## config.mk

```make
export PLATFORM = sky130hd
export DESIGN_NAME = bfly_memory_network
export DESIGN_NICKNAME = d
export VERILOG_FILES = /design/src/bfly_pkg.sv /design/src/bfly_switch.sv /design/src/bfly_stage.sv /design/src/bfly_mem_bank.sv /design/src/bfly_event_tally.sv /design/src/bfly_memory_network.sv
export SDC_FILE = /design/constraint.sdc
export NUM_CORES = 2
export LEC_CHECK = 0
export BUFFER_PORTS_ARGS = -buffer_cell sky130_fd_sc_hd__buf_4
export CAP_MARGIN = 20
export CORE_MARGIN = 1.5
export CORE_UTILIZATION = 56
export DETAILED_ROUTE_END_ITERATION = 8
export PLACE_DENSITY_LB_ADDON = 0.1
export SLEW_MARGIN = 40
export SYNTH_ARGS = -nofsm -noshare
export SYNTH_HDL_FRONTEND = slang
export SYNTH_HIERARCHICAL = 1
export SYNTH_SLANG_ARGS = --single-unit
```

## constraint.sdc

```tcl
create_clock -name clk -period 3.59 [get_ports clk]
set_input_delay 0.5385 -clock clk [delete_from_list [all_inputs] [get_ports clk]]
set_output_delay 0.5385 -clock clk [all_outputs]
set_load 0.02 [all_outputs]
```

## src/bfly_pkg.sv

```systemverilog
package bfly_pkg;

    // Network size
    localparam int NUM_CORES      = 8;
    localparam int NUM_STAGES     = $clog2(NUM_CORES);
    localparam int NUM_BANKS      = NUM_CORES / 2;
    localparam int NUM_FWD_LAYERS = NUM_STAGES - 1;
    localparam int NUM_LAYERS     = NUM_FWD_LAYERS + NUM_STAGES;
    localparam int TOTAL_SWITCHES = NUM_LAYERS * NUM_CORES / 2;

    // Field widths
    localparam int CORE_ID_W    = NUM_STAGES;
    localparam int MOD_ID_W     = NUM_STAGES;
    localparam int LOCAL_ADDR_W = 4;
    localparam int PRIO_W       = 2;
    localparam int DATA_W       = 16;
    localparam int COLL_COUNT_W = $clog2(TOTAL_SWITCHES + 1);

    typedef logic [CORE_ID_W-1:0]    core_id_t;
    // Bank number in the upper bits, bank port in bit 0
    typedef logic [MOD_ID_W-1:0]     mod_id_t;
    typedef logic [LOCAL_ADDR_W-1:0] local_addr_t;
    typedef logic [PRIO_W-1:0]       prio_t;
    typedef logic [DATA_W-1:0]       data_t;
    typedef logic [COLL_COUNT_W-1:0] coll_count_t;

    // Request packet, MSB to LSB: rw, core_id, mod_id, local_addr, prio, data
    localparam int REQ_DATA_LSB    = 0;
    localparam int REQ_PRIO_LSB    = REQ_DATA_LSB + DATA_W;
    localparam int REQ_ADDR_LSB    = REQ_PRIO_LSB + PRIO_W;
    localparam int REQ_MOD_ID_LSB  = REQ_ADDR_LSB + LOCAL_ADDR_W;
    localparam int REQ_CORE_ID_LSB = REQ_MOD_ID_LSB + MOD_ID_W;
    localparam int REQ_RW_BIT      = REQ_CORE_ID_LSB + CORE_ID_W;
    localparam int REQ_PKT_W       = REQ_RW_BIT + 1;

    // Response packet, MSB to LSB: rw, core_id, data
    localparam int RSP_DATA_LSB    = 0;
    localparam int RSP_CORE_ID_LSB = RSP_DATA_LSB + DATA_W;
    localparam int RSP_RW_BIT      = RSP_CORE_ID_LSB + CORE_ID_W;
    localparam int RSP_PKT_W       = RSP_RW_BIT + 1;

    typedef logic [REQ_PKT_W-1:0] req_pkt_t;
    typedef logic [RSP_PKT_W-1:0] rsp_pkt_t;

    // Bank contents at power-up
    localparam data_t INIT_WORD = '1;

endpackage

```

## src/bfly_switch.sv

```systemverilog
`timescale 1ns/1ns

module bfly_switch #(
    parameter int PKT_W     = bfly_pkg::REQ_PKT_W,
    parameter int ROUTE_LSB = bfly_pkg::REQ_MOD_ID_LSB,
    parameter int STAGE_IDX = 0
) (
    input  logic                           clk,
    input  logic                           i_reset,
    input  logic [PKT_W-1:0]               i_pkt_a,
    input  logic [PKT_W-1:0]               i_pkt_b,
    input  logic                           i_valid_a,
    input  logic                           i_valid_b,
    output logic [PKT_W-1:0]               o_pkt_0,
    output logic [PKT_W-1:0]               o_pkt_1,
    output logic                           o_valid_0,
    output logic                           o_valid_1,
    output logic [bfly_pkg::NUM_CORES-1:0] o_dropped_cores,
    output logic                           o_collision
);
    import bfly_pkg::*;

    // Each layer resolves one bit of the routing field, MSB first
    localparam int ROUTE_BIT = ROUTE_LSB + NUM_STAGES - 1 - STAGE_IDX;

    prio_t                prio_a;
    prio_t                prio_b;
    core_id_t             core_a;
    core_id_t             core_b;
    logic                 sel_a;
    logic                 sel_b;
    logic                 collide;
    logic                 b_wins;
    logic                 go_a;
    logic                 go_b;
    logic                 valid_0_d;
    logic                 valid_1_d;
    logic [PKT_W-1:0]     pkt_0_d;
    logic [PKT_W-1:0]     pkt_1_d;
    logic [NUM_CORES-1:0] drop_d;

    if (PKT_W == REQ_PKT_W) begin : g_req_fields
        assign prio_a = i_pkt_a[REQ_PRIO_LSB +: PRIO_W];
        assign prio_b = i_pkt_b[REQ_PRIO_LSB +: PRIO_W];
        assign core_a = i_pkt_a[REQ_CORE_ID_LSB +: CORE_ID_W];
        assign core_b = i_pkt_b[REQ_CORE_ID_LSB +: CORE_ID_W];
    end else begin : g_rsp_fields
        // Responses have no priority field so the upper input always wins
        assign prio_a = '0;
        assign prio_b = '0;
        assign core_a = i_pkt_a[RSP_CORE_ID_LSB +: CORE_ID_W];
        assign core_b = i_pkt_b[RSP_CORE_ID_LSB +: CORE_ID_W];
    end

    assign sel_a   = i_pkt_a[ROUTE_BIT];
    assign sel_b   = i_pkt_b[ROUTE_BIT];
    assign collide = i_valid_a && i_valid_b && (sel_a == sel_b);
    // Strictly greater, so a tie leaves the upper input in place
    assign b_wins  = prio_b > prio_a;
    assign go_a    = i_valid_a && !(collide && b_wins);
    assign go_b    = i_valid_b && !(collide && !b_wins);

    always_comb begin
        valid_0_d = (go_a && !sel_a) || (go_b && !sel_b);
        valid_1_d = (go_a && sel_a) || (go_b && sel_b);
        pkt_0_d   = (go_a && !sel_a) ? i_pkt_a : i_pkt_b;
        pkt_1_d   = (go_a && sel_a) ? i_pkt_a : i_pkt_b;
        drop_d    = '0;
        if (collide) begin
            drop_d[b_wins ? core_a : core_b] = 1'b1;
        end
    end

    always_ff @(posedge clk) begin
        if (i_reset) begin
            o_valid_0       <= 1'b0;
            o_valid_1       <= 1'b0;
            o_dropped_cores <= '0;
            o_collision     <= 1'b0;
        end else begin
            o_valid_0       <= valid_0_d;
            o_valid_1       <= valid_1_d;
            o_dropped_cores <= drop_d;
            o_collision     <= collide;
        end
    end

    always_ff @(posedge clk) begin
        o_pkt_0 <= pkt_0_d;
        o_pkt_1 <= pkt_1_d;
    end

    // A switch never creates traffic on its own
    a_no_spurious_out: assert property (
        @(posedge clk) disable iff (i_reset)
        (o_valid_0 || o_valid_1) |-> $past(i_valid_a || i_valid_b)
    );

endmodule

```

## src/bfly_stage.sv

```systemverilog
`timescale 1ns/1ns

module bfly_stage #(
    parameter int PKT_W       = bfly_pkg::REQ_PKT_W,
    parameter int ROUTE_LSB   = bfly_pkg::REQ_MOD_ID_LSB,
    parameter int STAGE_IDX   = 0,
    parameter bit OUT_PERMUTE = 1'b1
) (
    input  logic                                      clk,
    input  logic                                      i_reset,
    input  logic [bfly_pkg::NUM_CORES-1:0][PKT_W-1:0] i_pkts,
    input  logic [bfly_pkg::NUM_CORES-1:0]            i_valid,
    output logic [bfly_pkg::NUM_CORES-1:0][PKT_W-1:0] o_pkts,
    output logic [bfly_pkg::NUM_CORES-1:0]            o_valid,
    output logic [bfly_pkg::NUM_CORES/2-1:0]          o_collisions,
    output logic [bfly_pkg::NUM_CORES-1:0]            o_dropped_cores
);
    import bfly_pkg::*;

    localparam int NUM_SW = NUM_CORES / 2;
    // Distance between the two inputs of a switch halves every layer
    localparam int HALF   = 1 << (NUM_STAGES - 1 - STAGE_IDX);

    logic [NUM_CORES-1:0] sw_drops [NUM_SW];

    for (genvar j = 0; j < NUM_SW; j++) begin : g_sw
        localparam int BLOCK = j / HALF;
        localparam int POS   = j % HALF;
        localparam int IDX_A = BLOCK * 2 * HALF + POS;
        localparam int IDX_B = IDX_A + HALF;
        // Permuted outputs keep the pair positions that the next layer indexes
        // Straight-through outputs put switch j on ports 2j and 2j+1
        localparam int OUT_0 = OUT_PERMUTE ? IDX_A : 2 * j;
        localparam int OUT_1 = OUT_PERMUTE ? IDX_B : 2 * j + 1;

        bfly_switch #(
            .PKT_W     (PKT_W),
            .ROUTE_LSB (ROUTE_LSB),
            .STAGE_IDX (STAGE_IDX)
        ) u_switch (
            .clk             (clk),
            .i_reset         (i_reset),
            .i_pkt_a         (i_pkts[IDX_A]),
            .i_pkt_b         (i_pkts[IDX_B]),
            .i_valid_a       (i_valid[IDX_A]),
            .i_valid_b       (i_valid[IDX_B]),
            .o_pkt_0         (o_pkts[OUT_0]),
            .o_pkt_1         (o_pkts[OUT_1]),
            .o_valid_0       (o_valid[OUT_0]),
            .o_valid_1       (o_valid[OUT_1]),
            .o_dropped_cores (sw_drops[j]),
            .o_collision     (o_collisions[j])
        );
    end

    // Merge the per-switch drop vectors of this layer
    always_comb begin
        o_dropped_cores = '0;
        for (int j = 0; j < NUM_SW; j++) begin
            o_dropped_cores = o_dropped_cores | sw_drops[j];
        end
    end

    // Packets in one layer belong to distinct cores so each collision drops its own core
    a_drops_match_collisions: assert property (
        @(posedge clk) disable iff (i_reset)
        $countones(o_dropped_cores) == $countones(o_collisions)
    );

endmodule

```

## src/bfly_mem_bank.sv

```systemverilog
`timescale 1ns/1ns

module bfly_mem_bank (
    input  logic               clk,
    input  logic               i_reset,
    input  bfly_pkg::req_pkt_t i_req_a,
    input  bfly_pkg::req_pkt_t i_req_b,
    input  logic               i_valid_a,
    input  logic               i_valid_b,
    output bfly_pkg::rsp_pkt_t o_rsp_a,
    output bfly_pkg::rsp_pkt_t o_rsp_b,
    output logic               o_valid_a,
    output logic               o_valid_b
);
    import bfly_pkg::*;

    localparam int DEPTH = 1 << LOCAL_ADDR_W;

    data_t       mem [DEPTH] = '{default: INIT_WORD};
    local_addr_t addr_a;
    local_addr_t addr_b;
    data_t       wdata_a;
    data_t       wdata_b;
    logic        we_a;
    logic        we_b;

    // Writes echo their own data, reads return the word before this edge
    function automatic rsp_pkt_t make_rsp(req_pkt_t req, data_t stored);
        rsp_pkt_t rsp;
        rsp = '0;
        rsp[RSP_RW_BIT] = req[REQ_RW_BIT];
        rsp[RSP_CORE_ID_LSB +: CORE_ID_W] = req[REQ_CORE_ID_LSB +: CORE_ID_W];
        rsp[RSP_DATA_LSB +: DATA_W] = req[REQ_RW_BIT] ? req[REQ_DATA_LSB +: DATA_W] : stored;
        return rsp;
    endfunction

    assign addr_a  = i_req_a[REQ_ADDR_LSB +: LOCAL_ADDR_W];
    assign addr_b  = i_req_b[REQ_ADDR_LSB +: LOCAL_ADDR_W];
    assign wdata_a = i_req_a[REQ_DATA_LSB +: DATA_W];
    assign wdata_b = i_req_b[REQ_DATA_LSB +: DATA_W];
    assign we_a    = i_valid_a && i_req_a[REQ_RW_BIT];
    assign we_b    = i_valid_b && i_req_b[REQ_RW_BIT];

    // Port A goes last so it keeps a same-address write
    always_ff @(posedge clk) begin
        if (we_b) begin
            mem[addr_b] <= wdata_b;
        end
        if (we_a) begin
            mem[addr_a] <= wdata_a;
        end
    end

    always_ff @(posedge clk) begin
        o_rsp_a <= make_rsp(i_req_a, mem[addr_a]);
        o_rsp_b <= make_rsp(i_req_b, mem[addr_b]);
    end

    always_ff @(posedge clk) begin
        if (i_reset) begin
            o_valid_a <= 1'b0;
            o_valid_b <= 1'b0;
        end else begin
            o_valid_a <= i_valid_a;
            o_valid_b <= i_valid_b;
        end
    end

    // Every accepted request is answered on the next cycle, on its own port
    a_one_cycle_latency: assert property (
        @(posedge clk) disable iff (i_reset)
        !$past(i_reset) |-> ({o_valid_a, o_valid_b} == $past({i_valid_a, i_valid_b}))
    );

endmodule

```

## src/bfly_event_tally.sv

```systemverilog
`timescale 1ns/1ns

module bfly_event_tally (
    input  logic                                                 clk,
    input  logic                                                 i_reset,
    input  logic [bfly_pkg::TOTAL_SWITCHES-1:0]                  i_collisions,
    input  logic [bfly_pkg::NUM_LAYERS-1:0][bfly_pkg::NUM_CORES-1:0] i_dropped_cores,
    output logic [bfly_pkg::NUM_CORES-1:0]                       o_dropped_cores,
    output bfly_pkg::coll_count_t                                o_total_collisions
);
    import bfly_pkg::*;

    coll_count_t          coll_sum;
    logic [NUM_CORES-1:0] drop_any;

    always_comb begin
        coll_sum = '0;
        drop_any = '0;
        for (int s = 0; s < TOTAL_SWITCHES; s++) begin
            coll_sum = coll_sum + coll_count_t'(i_collisions[s]);
        end
        // Explicit OR across all layers
        for (int l = 0; l < NUM_LAYERS; l++) begin
            drop_any = drop_any | i_dropped_cores[l];
        end
    end

    always_ff @(posedge clk) begin
        if (i_reset) begin
            o_dropped_cores    <= '0;
            o_total_collisions <= '0;
        end else begin
            o_dropped_cores    <= drop_any;
            o_total_collisions <= coll_sum;
        end
    end

    // A reported drop must come from a collision somewhere in the network
    a_drop_has_collision: assert property (
        @(posedge clk) disable iff (i_reset)
        (|o_dropped_cores) |-> (o_total_collisions != '0)
    );

endmodule

```

## src/bfly_memory_network.sv

```systemverilog
`timescale 1ns/1ns

module bfly_memory_network (
    input  logic                                         clk,
    input  logic                                         i_reset,
    input  bfly_pkg::req_pkt_t [bfly_pkg::NUM_CORES-1:0] i_req,
    input  logic [bfly_pkg::NUM_CORES-1:0]               i_req_valid,
    output bfly_pkg::rsp_pkt_t [bfly_pkg::NUM_CORES-1:0] o_rsp,
    output logic [bfly_pkg::NUM_CORES-1:0]               o_rsp_valid,
    output logic [bfly_pkg::NUM_CORES-1:0]               o_dropped_cores,
    output bfly_pkg::coll_count_t                        o_total_collisions
);
    import bfly_pkg::*;

    localparam int SW_PER_LAYER = NUM_CORES / 2;

    // Index 0 is the layer input, the last index feeds the banks
    req_pkt_t [NUM_CORES-1:0] fwd_pkts  [NUM_FWD_LAYERS+1];
    logic [NUM_CORES-1:0]     fwd_valid [NUM_FWD_LAYERS+1];

    // Index 0 holds the bank responses, the last index goes to the cores
    rsp_pkt_t [NUM_CORES-1:0] bwd_pkts  [NUM_STAGES+1];
    logic [NUM_CORES-1:0]     bwd_valid [NUM_STAGES+1];

    logic [TOTAL_SWITCHES-1:0]              collisions;
    logic [NUM_LAYERS-1:0][NUM_CORES-1:0]   layer_drops;

    assign fwd_pkts[0]  = i_req;
    assign fwd_valid[0] = i_req_valid;

    // Forward layers route on the bank bits of mod_id
    for (genvar s = 0; s < NUM_FWD_LAYERS; s++) begin : g_fwd
        bfly_stage #(
            .PKT_W       (REQ_PKT_W),
            .ROUTE_LSB   (REQ_MOD_ID_LSB),
            .STAGE_IDX   (s),
            .OUT_PERMUTE (1'b1)
        ) u_stage (
            .clk             (clk),
            .i_reset         (i_reset),
            .i_pkts          (fwd_pkts[s]),
            .i_valid         (fwd_valid[s]),
            .o_pkts          (fwd_pkts[s+1]),
            .o_valid         (fwd_valid[s+1]),
            .o_collisions    (collisions[s*SW_PER_LAYER +: SW_PER_LAYER]),
            .o_dropped_cores (layer_drops[s])
        );
    end

    // Network port k lands on bank k/2, even ports on A and odd on B
    for (genvar p = 0; p < NUM_BANKS; p++) begin : g_bank
        bfly_mem_bank u_bank (
            .clk       (clk),
            .i_reset   (i_reset),
            .i_req_a   (fwd_pkts[NUM_FWD_LAYERS][2*p]),
            .i_req_b   (fwd_pkts[NUM_FWD_LAYERS][2*p+1]),
            .i_valid_a (fwd_valid[NUM_FWD_LAYERS][2*p]),
            .i_valid_b (fwd_valid[NUM_FWD_LAYERS][2*p+1]),
            .o_rsp_a   (bwd_pkts[0][2*p]),
            .o_rsp_b   (bwd_pkts[0][2*p+1]),
            .o_valid_a (bwd_valid[0][2*p]),
            .o_valid_b (bwd_valid[0][2*p+1])
        );
    end

    // Backward layers route on core_id, the last one leaves ports in place
    for (genvar s = 0; s < NUM_STAGES; s++) begin : g_bwd
        localparam int LAYER = NUM_FWD_LAYERS + s;

        bfly_stage #(
            .PKT_W       (RSP_PKT_W),
            .ROUTE_LSB   (RSP_CORE_ID_LSB),
            .STAGE_IDX   (s),
            .OUT_PERMUTE (s != NUM_STAGES - 1)
        ) u_stage (
            .clk             (clk),
            .i_reset         (i_reset),
            .i_pkts          (bwd_pkts[s]),
            .i_valid         (bwd_valid[s]),
            .o_pkts          (bwd_pkts[s+1]),
            .o_valid         (bwd_valid[s+1]),
            .o_collisions    (collisions[LAYER*SW_PER_LAYER +: SW_PER_LAYER]),
            .o_dropped_cores (layer_drops[LAYER])
        );
    end

    assign o_rsp       = bwd_pkts[NUM_STAGES];
    assign o_rsp_valid = bwd_valid[NUM_STAGES];

    bfly_event_tally u_tally (
        .clk                (clk),
        .i_reset            (i_reset),
        .i_collisions       (collisions),
        .i_dropped_cores    (layer_drops),
        .o_dropped_cores    (o_dropped_cores),
        .o_total_collisions (o_total_collisions)
    );

endmodule

```

* Yosys cells after proc, flatten, opt, wreduce, memory -nomap -nowiden
Memories as Yosys holds them, arrays and structs flattened. A register that Yosys moved wholly into a read port is not among the register bits.
Cells that the tools add are included.
** Storage, ports and cells
- Logic and storage cells :: 708
- Bits in registers :: 1345
- Input bits :: 242
- RAM bits :: 1024
- Output and inout port bits :: 181
- Memories :: 4
** Operators by class
- Reductions and logical operators :: 328
- Add/subtract/negate cells :: 19
- Magnitude comparators :: 48
- Equality and inequality tests :: 20
- Muxes and demuxes :: 112
- Bitwise logic cells :: 39
** Memories
- g_bank[0].u_bank.mem :: words 16, width 16, read ports 2, clocked after Yosys merged registers in 2, wr ports 2, RTL line bfly_mem_bank.sv:19 : data_t mem [DEPTH] = '{default: INIT_WORD};
- g_bank[1].u_bank.mem :: words 16, width 16, read ports 2, clocked after Yosys merged registers in 2, wr ports 2, RTL line bfly_mem_bank.sv:19
- g_bank[2].u_bank.mem :: words 16, width 16, read ports 2, clocked after Yosys merged registers in 2, wr ports 2, RTL line bfly_mem_bank.sv:19
- g_bank[3].u_bank.mem :: words 16, width 16, read ports 2, clocked after Yosys merged registers in 2, wr ports 2, RTL line bfly_mem_bank.sv:19
** Operators with widths (number)
- 20-bit two-way mux :: 24
- 29-bit two-way mux :: 16
- 1-bit logical AND :: 192
- 8-bit OR :: 19
- 16-bit two-way mux :: 8
- 5-bit by 1-bit adder with 5-bit output :: 18
- 3-bit by 4-bit less-than comparator with 1-bit output (second input constant) :: 20
- 1-bit zero test :: 76
- 1-bit demux with 3-bit select :: 20
- 3-bit by 1-bit >= comparator with 1-bit output (second input constant) :: 20
- 1-bit logical OR :: 40
- 2-bit OR reduction :: 20
- 1-bit two-way mux :: 36
- 3-bit two-way mux :: 8
- 1-bit equality test :: 20
- 1-bit inverter :: 20
- 2-bit greater-than comparator :: 8
- 1-bit by 1-bit adder with 2-bit output :: 1

* Depth between registers and ports, before layout
- Depth in word-level cells :: 19
- Mapped depth :: 12
- Gate-level depth less buffers :: 12

* Hierarchy
Netlist, hierarchy kept.
** Modules (own cells, without submodules)
- bfly_mem_bank :: sequential area each 8528.2 sq um, instances 4, cells an instance 1084, area an instance 16393.2 sq um
- bfly_switch at g_bwd[0].u_stage.g_sw[0].u_switch ... :: sequential area each 1021.0 sq um, instances 12, cells an instance 119, area an instance 1788.0 sq um
- bfly_switch at g_fwd[0].u_stage.g_sw[0].u_switch ... :: sequential area each 1381.3 sq um, instances 8, cells an instance 184, area an instance 2549.9 sq um
- bfly_event_tally :: sequential area each 260.2 sq um, instances 1, cells an instance 91, area an instance 889.6 sq um
- bfly_stage :: sequential area each 0.0 sq um, instances 5, cells an instance 8, area an instance 60.1 sq um

* Worst setup path before layout
No wires, ideal clock.
- Path kind :: register to register
- Start point :: register g_fwd[0].u_stage.g_sw[3].u_switch.o_collision
- End point :: register u_tally.o_total_collisions[4]
- Stages on the path, launching flop included :: 13
- Clock period less this slack :: 3873 ps
- Path buffers :: 0
- Setup time :: 117 ps
- Data arrival time :: 3756 ps
- Slack :: -283 ps
- Required time :: 3473 ps
- Cell sequence :: dfxtp_1 -> fa_1 -> inv_1 -> fa_1 -> fa_1 -> fa_1 -> fa_1 -> inv_1 -> ha_1 -> fa_1 -> a21o_1 -> a21oi_1 -> nor2_1
** On the way
- Word-level cells in the longest chain between the ends :: 17
** Ends and longest elaborated chain
- start: declaration :: RTL line bfly_switch.sv:19 : output logic o_collision
- start signal: assignment :: RTL line bfly_switch.sv:84 : o_collision <= collide;
- 5-bit by 1-bit adder with 5-bit output (17 in a row) :: RTL line bfly_event_tally.sv:20 : coll_sum = coll_sum + coll_count_t'(i_collisions[s]);
- end signal: assignment :: RTL line bfly_event_tally.sv:34 : o_total_collisions <= coll_sum;
- end: declaration :: RTL line bfly_event_tally.sv:9 : output bfly_pkg::coll_count_t o_total_collisions
Every way passes these cells.
A chain may end at the register's enable or synchronous reset.

* Final worst setup path
- Start point :: register g_bwd[1].u_stage.g_sw[0].u_switch.o_collision
- End point :: register u_tally.o_total_collisions[4]
** On the way
- Word-level cells in the longest chain between the ends :: 8
** Ends and longest elaborated chain (RTL line)
- start: declaration :: bfly_switch.sv:19
- start signal: assignment :: bfly_switch.sv:84
- 5-bit by 1-bit adder with 5-bit output (8 in a row) :: bfly_event_tally.sv:20
Every way passes these cells.

==> results.sh <==
export IMPL_status="finished with violations"
export IMPL_failed_checks="negative setup slack"
export IMPL_grt_pass1_vias=69710
export IMPL_worstHoldPathType="in2reg"
export IMPL_syn_inst=7255
export IMPL_clock_latency_ps=930
export IMPL_worstSetupPathType="reg2reg"
export IMPL_viasPerCell=6.579
export IMPL_postLayoutCellArea_um2=124200
export IMPL_min_from="i_req_valid[3]"
export IMPL_layoutNonFillerInstCount=10700
export IMPL_hold_viol_final=0
export IMPL_cts_buffers=230
export IMPL_die_area_um2=193400
export IMPL_syn_area_um2=106900
export IMPL_whs_endpoint="g_fwd[0].u_stage/g_sw[3].u_switch/o_valid_1"
export IMPL_holdPathStages=3
export IMPL_syn2layout_area_growth_pct=16.27
export IMPL_drt_iter0_drc=7991
export IMPL_rr_worst_depth=12
export IMPL_required_ps=4380
export IMPL_dr_pass1_iters=6
export IMPL_utilization_pct=65.46
export IMPL_final_min_clock_period_ps=3810
export IMPL_cts_reportedPaths_clkPinSlew_ps=60
export IMPL_routed_wl_um=375800
export IMPL_fin_skew_ps=60.21
export IMPL_grt_usage_pct=38.18
export IMPL_rsz0062_at_grt="yes"
export IMPL_slew_violations=0
export IMPL_initial_core_util_pct=56.30
export IMPL_synth_nets=7534
export IMPL_worstPathArrival_ps=4600
export IMPL_cts_num_sinks=2313
export IMPL_placed_cell_area_um2=112700
export IMPL_grt_pass1_wl_um=522300
export IMPL_io_buffers=414
export IMPL_dp_hpwl_um=260500
export IMPL_gp_congestion=0.9925
export IMPL_maxClockFrequency_ghz=0.2624
export IMPL_nets=8231
export IMPL_critPathMaxFanout=2
export IMPL_cts_htree_levels=4
export IMPL_antenna_found_initial=40
export IMPL_relSlewSlack_pct=36.03
export IMPL_r2r_start="g_bwd[1].u_stage/g_sw[0].u_switch/o_collision"
export IMPL_p_leak_nw=47.73
export IMPL_fp_dieH_um=439.8
export IMPL_cts_tree="done"
export IMPL_drive_gt1_share_pct=43.67
export IMPL_rr_endpoint="u_tally/o_total_collisions[4]"
export IMPL_layout_setup_ws_ps=-220.5
export IMPL_report_power_total_mw=68.49
export IMPL_reg2reg_slack_ps=-220
export IMPL_finalSetupViolations=4
export IMPL_p_per_area_nw_per_um2=551.3
export IMPL_drcViolationCount=0
export IMPL_overflow=0
export IMPL_cp_slowest_cell="fa_1"
export IMPL_dpl_cell_count=9887
export IMPL_die_width_um=439.8
export IMPL_ys_warn_count=6
export IMPL_via_count=70360
export IMPL_cpMostUsedCell="fa_1"
export IMPL_path_buf_inv=2
export IMPL_cp_top_family="adder cells"
export IMPL_max_cap_violations=0
export IMPL_grt_max_degree=67
export IMPL_post_route_period_util_pct=106.1
export IMPL_clock_root_buffer="clkbuf_16"
export IMPL_slowest_delay_ps=540
export IMPL_fp_row_count=160
export IMPL_cp_end_kind="flip-flop"
export IMPL_ant_nets=0
export IMPL_pre_cts_ws_ps=-307.0
export IMPL_cts_setup_buffers=0
export IMPL_hold_slack_ps=17.03
export IMPL_pin_count=423
export IMPL_worstPathCellList="fa_1 -> inv_2 -> fa_1 -> fa_1 -> fa_1 -> fa_1 -> inv_2 -> ha_4 -> fa_2 -> a21o_1 -> a21oi_2 -> nor2_1"
export IMPL_core_um2=189800
export IMPL_start_kind="flip-flop"
export IMPL_tns_ps=-637.0
export IMPL_wire_per_inst_um=35.14
export IMPL_tightest_slew_ps=953.7
export IMPL_clk_path_buf_depth=3
export IMPL_avgSynthCellArea_um2=14.73
export IMPL_vdd_drop_max_mv=0.4639
==> cell type report <==
type                    count  area (um^2)
multi-input cells        4297        46920
clock buffers             339         6890
repair buffers           1050         9251
inverters                  60        225.2
flip-flops and latches   2313        56620
clock inverters            99         1131
diodes                     26        65.06
well taps                2511         3142
fillers                 13730        65540
==> timing repair <==
| item | in CTS | in global routing |
|---|---|---|
| resized for setup | 1 | 6 |
| setup endpoints to repair | 4 | 4 |
| hold endpoints to repair | 223 | 0 |
| hold buffers | 344 | 0 |
| pin swaps | 3 | 3 |
==> worst reg2reg max path, cell delays in order, from the launching register on <==
cell and delay (ps):
dfxtp_1 320, fa_1 540, inv_2 40, fa_1 520, fa_1 430, fa_1 460, fa_1 510, inv_2 50
ha_4 150, fa_2 350, a21o_1 170, a21oi_2 100, nor2_1 40
==> worst max path at each step <==
stage          depth (start not counted)                            end                                           from  slack [ps]
2_1_floorplan                         12  u_tally/o_total_collisions[4]  g_bwd[0].u_stage/g_sw[0].u_switch/o_collision        -160
3_3_place_gp                          12  u_tally/o_total_collisions[4]  g_bwd[0].u_stage/g_sw[0].u_switch/o_collision        -330
3_5_place_dp                          12  u_tally/o_total_collisions[4]  g_bwd[0].u_stage/g_sw[0].u_switch/o_collision        -310
4_1_cts                               12  u_tally/o_total_collisions[4]  g_bwd[1].u_stage/g_sw[2].u_switch/o_collision        -260
5_1_grt                               12  u_tally/o_total_collisions[4]  g_fwd[0].u_stage/g_sw[3].u_switch/o_collision        -360
6_report                              12  u_tally/o_total_collisions[4]  g_bwd[1].u_stage/g_sw[0].u_switch/o_collision        -220
==> where the power goes <==
group | internal (mW) | leakage, nW | switching [mW]
logic | 5.59 | 23.8 | 5.39
clock network | 14.3 | 3.94 | 10.8
registers | 29.7 | 20.0 | 2.75
total | 49.5 | 47.7 | 19.0
==> registers in the layout (all words and copies together), names as in the netlist <==
name,flops
g_bank.u_bank/mem,1024
g_bwd.u_stage/g_sw.u_switch/o_pkt_0,240
g_bwd.u_stage/g_sw.u_switch/o_pkt_1,240
g_fwd.u_stage/g_sw.u_switch/o_pkt_0,204
g_fwd.u_stage/g_sw.u_switch/o_pkt_1,204
g_bwd.u_stage/g_sw.u_switch/o_dropped_cores,96
g_bank.u_bank/o_rsp_a,80
g_bank.u_bank/o_rsp_b,80
g_fwd.u_stage/g_sw.u_switch/o_dropped_cores,64
g_bwd.u_stage/g_sw.u_switch/o_collision,12
g_bwd.u_stage/g_sw.u_switch/o_valid_0,12
g_bwd.u_stage/g_sw.u_switch/o_valid_1,12
g_fwd.u_stage/g_sw.u_switch/o_collision,8
g_fwd.u_stage/g_sw.u_switch/o_valid_0,8
g_fwd.u_stage/g_sw.u_switch/o_valid_1,8
u_tally/o_dropped_cores,8
u_tally/o_total_collisions,5
g_bank.u_bank/o_valid_a,4
g_bank.u_bank/o_valid_b,4
==> cell usage in the layout (no fill, tap or decap), types with 124 or more instances in the layout <==
cell type / count
edfxtp_1: 1024
clkbuf_16: 242
a21oi_1: 160
nor2b_1: 192
dlygate4sd3_1: 344
nor3_1: 160
mux2_4: 617
buf_4: 665
dfxtp_1: 1262
mux4_2: 368
mux2_2: 1240
mux2i_1: 280
nand2_1: 124
==> per-layer routing <==
layer  global-route usage [%]  up-vias  part of all wire, %
li1                         -    29220                    -
met1                    49.04    35810                   38
met2                    58.93     4221                   45
met3                    7.908     1084                  9.7
met4                    24.59       26                  7.7
met5                        0        -                0.047
Power figures use the tool's default switching activity.
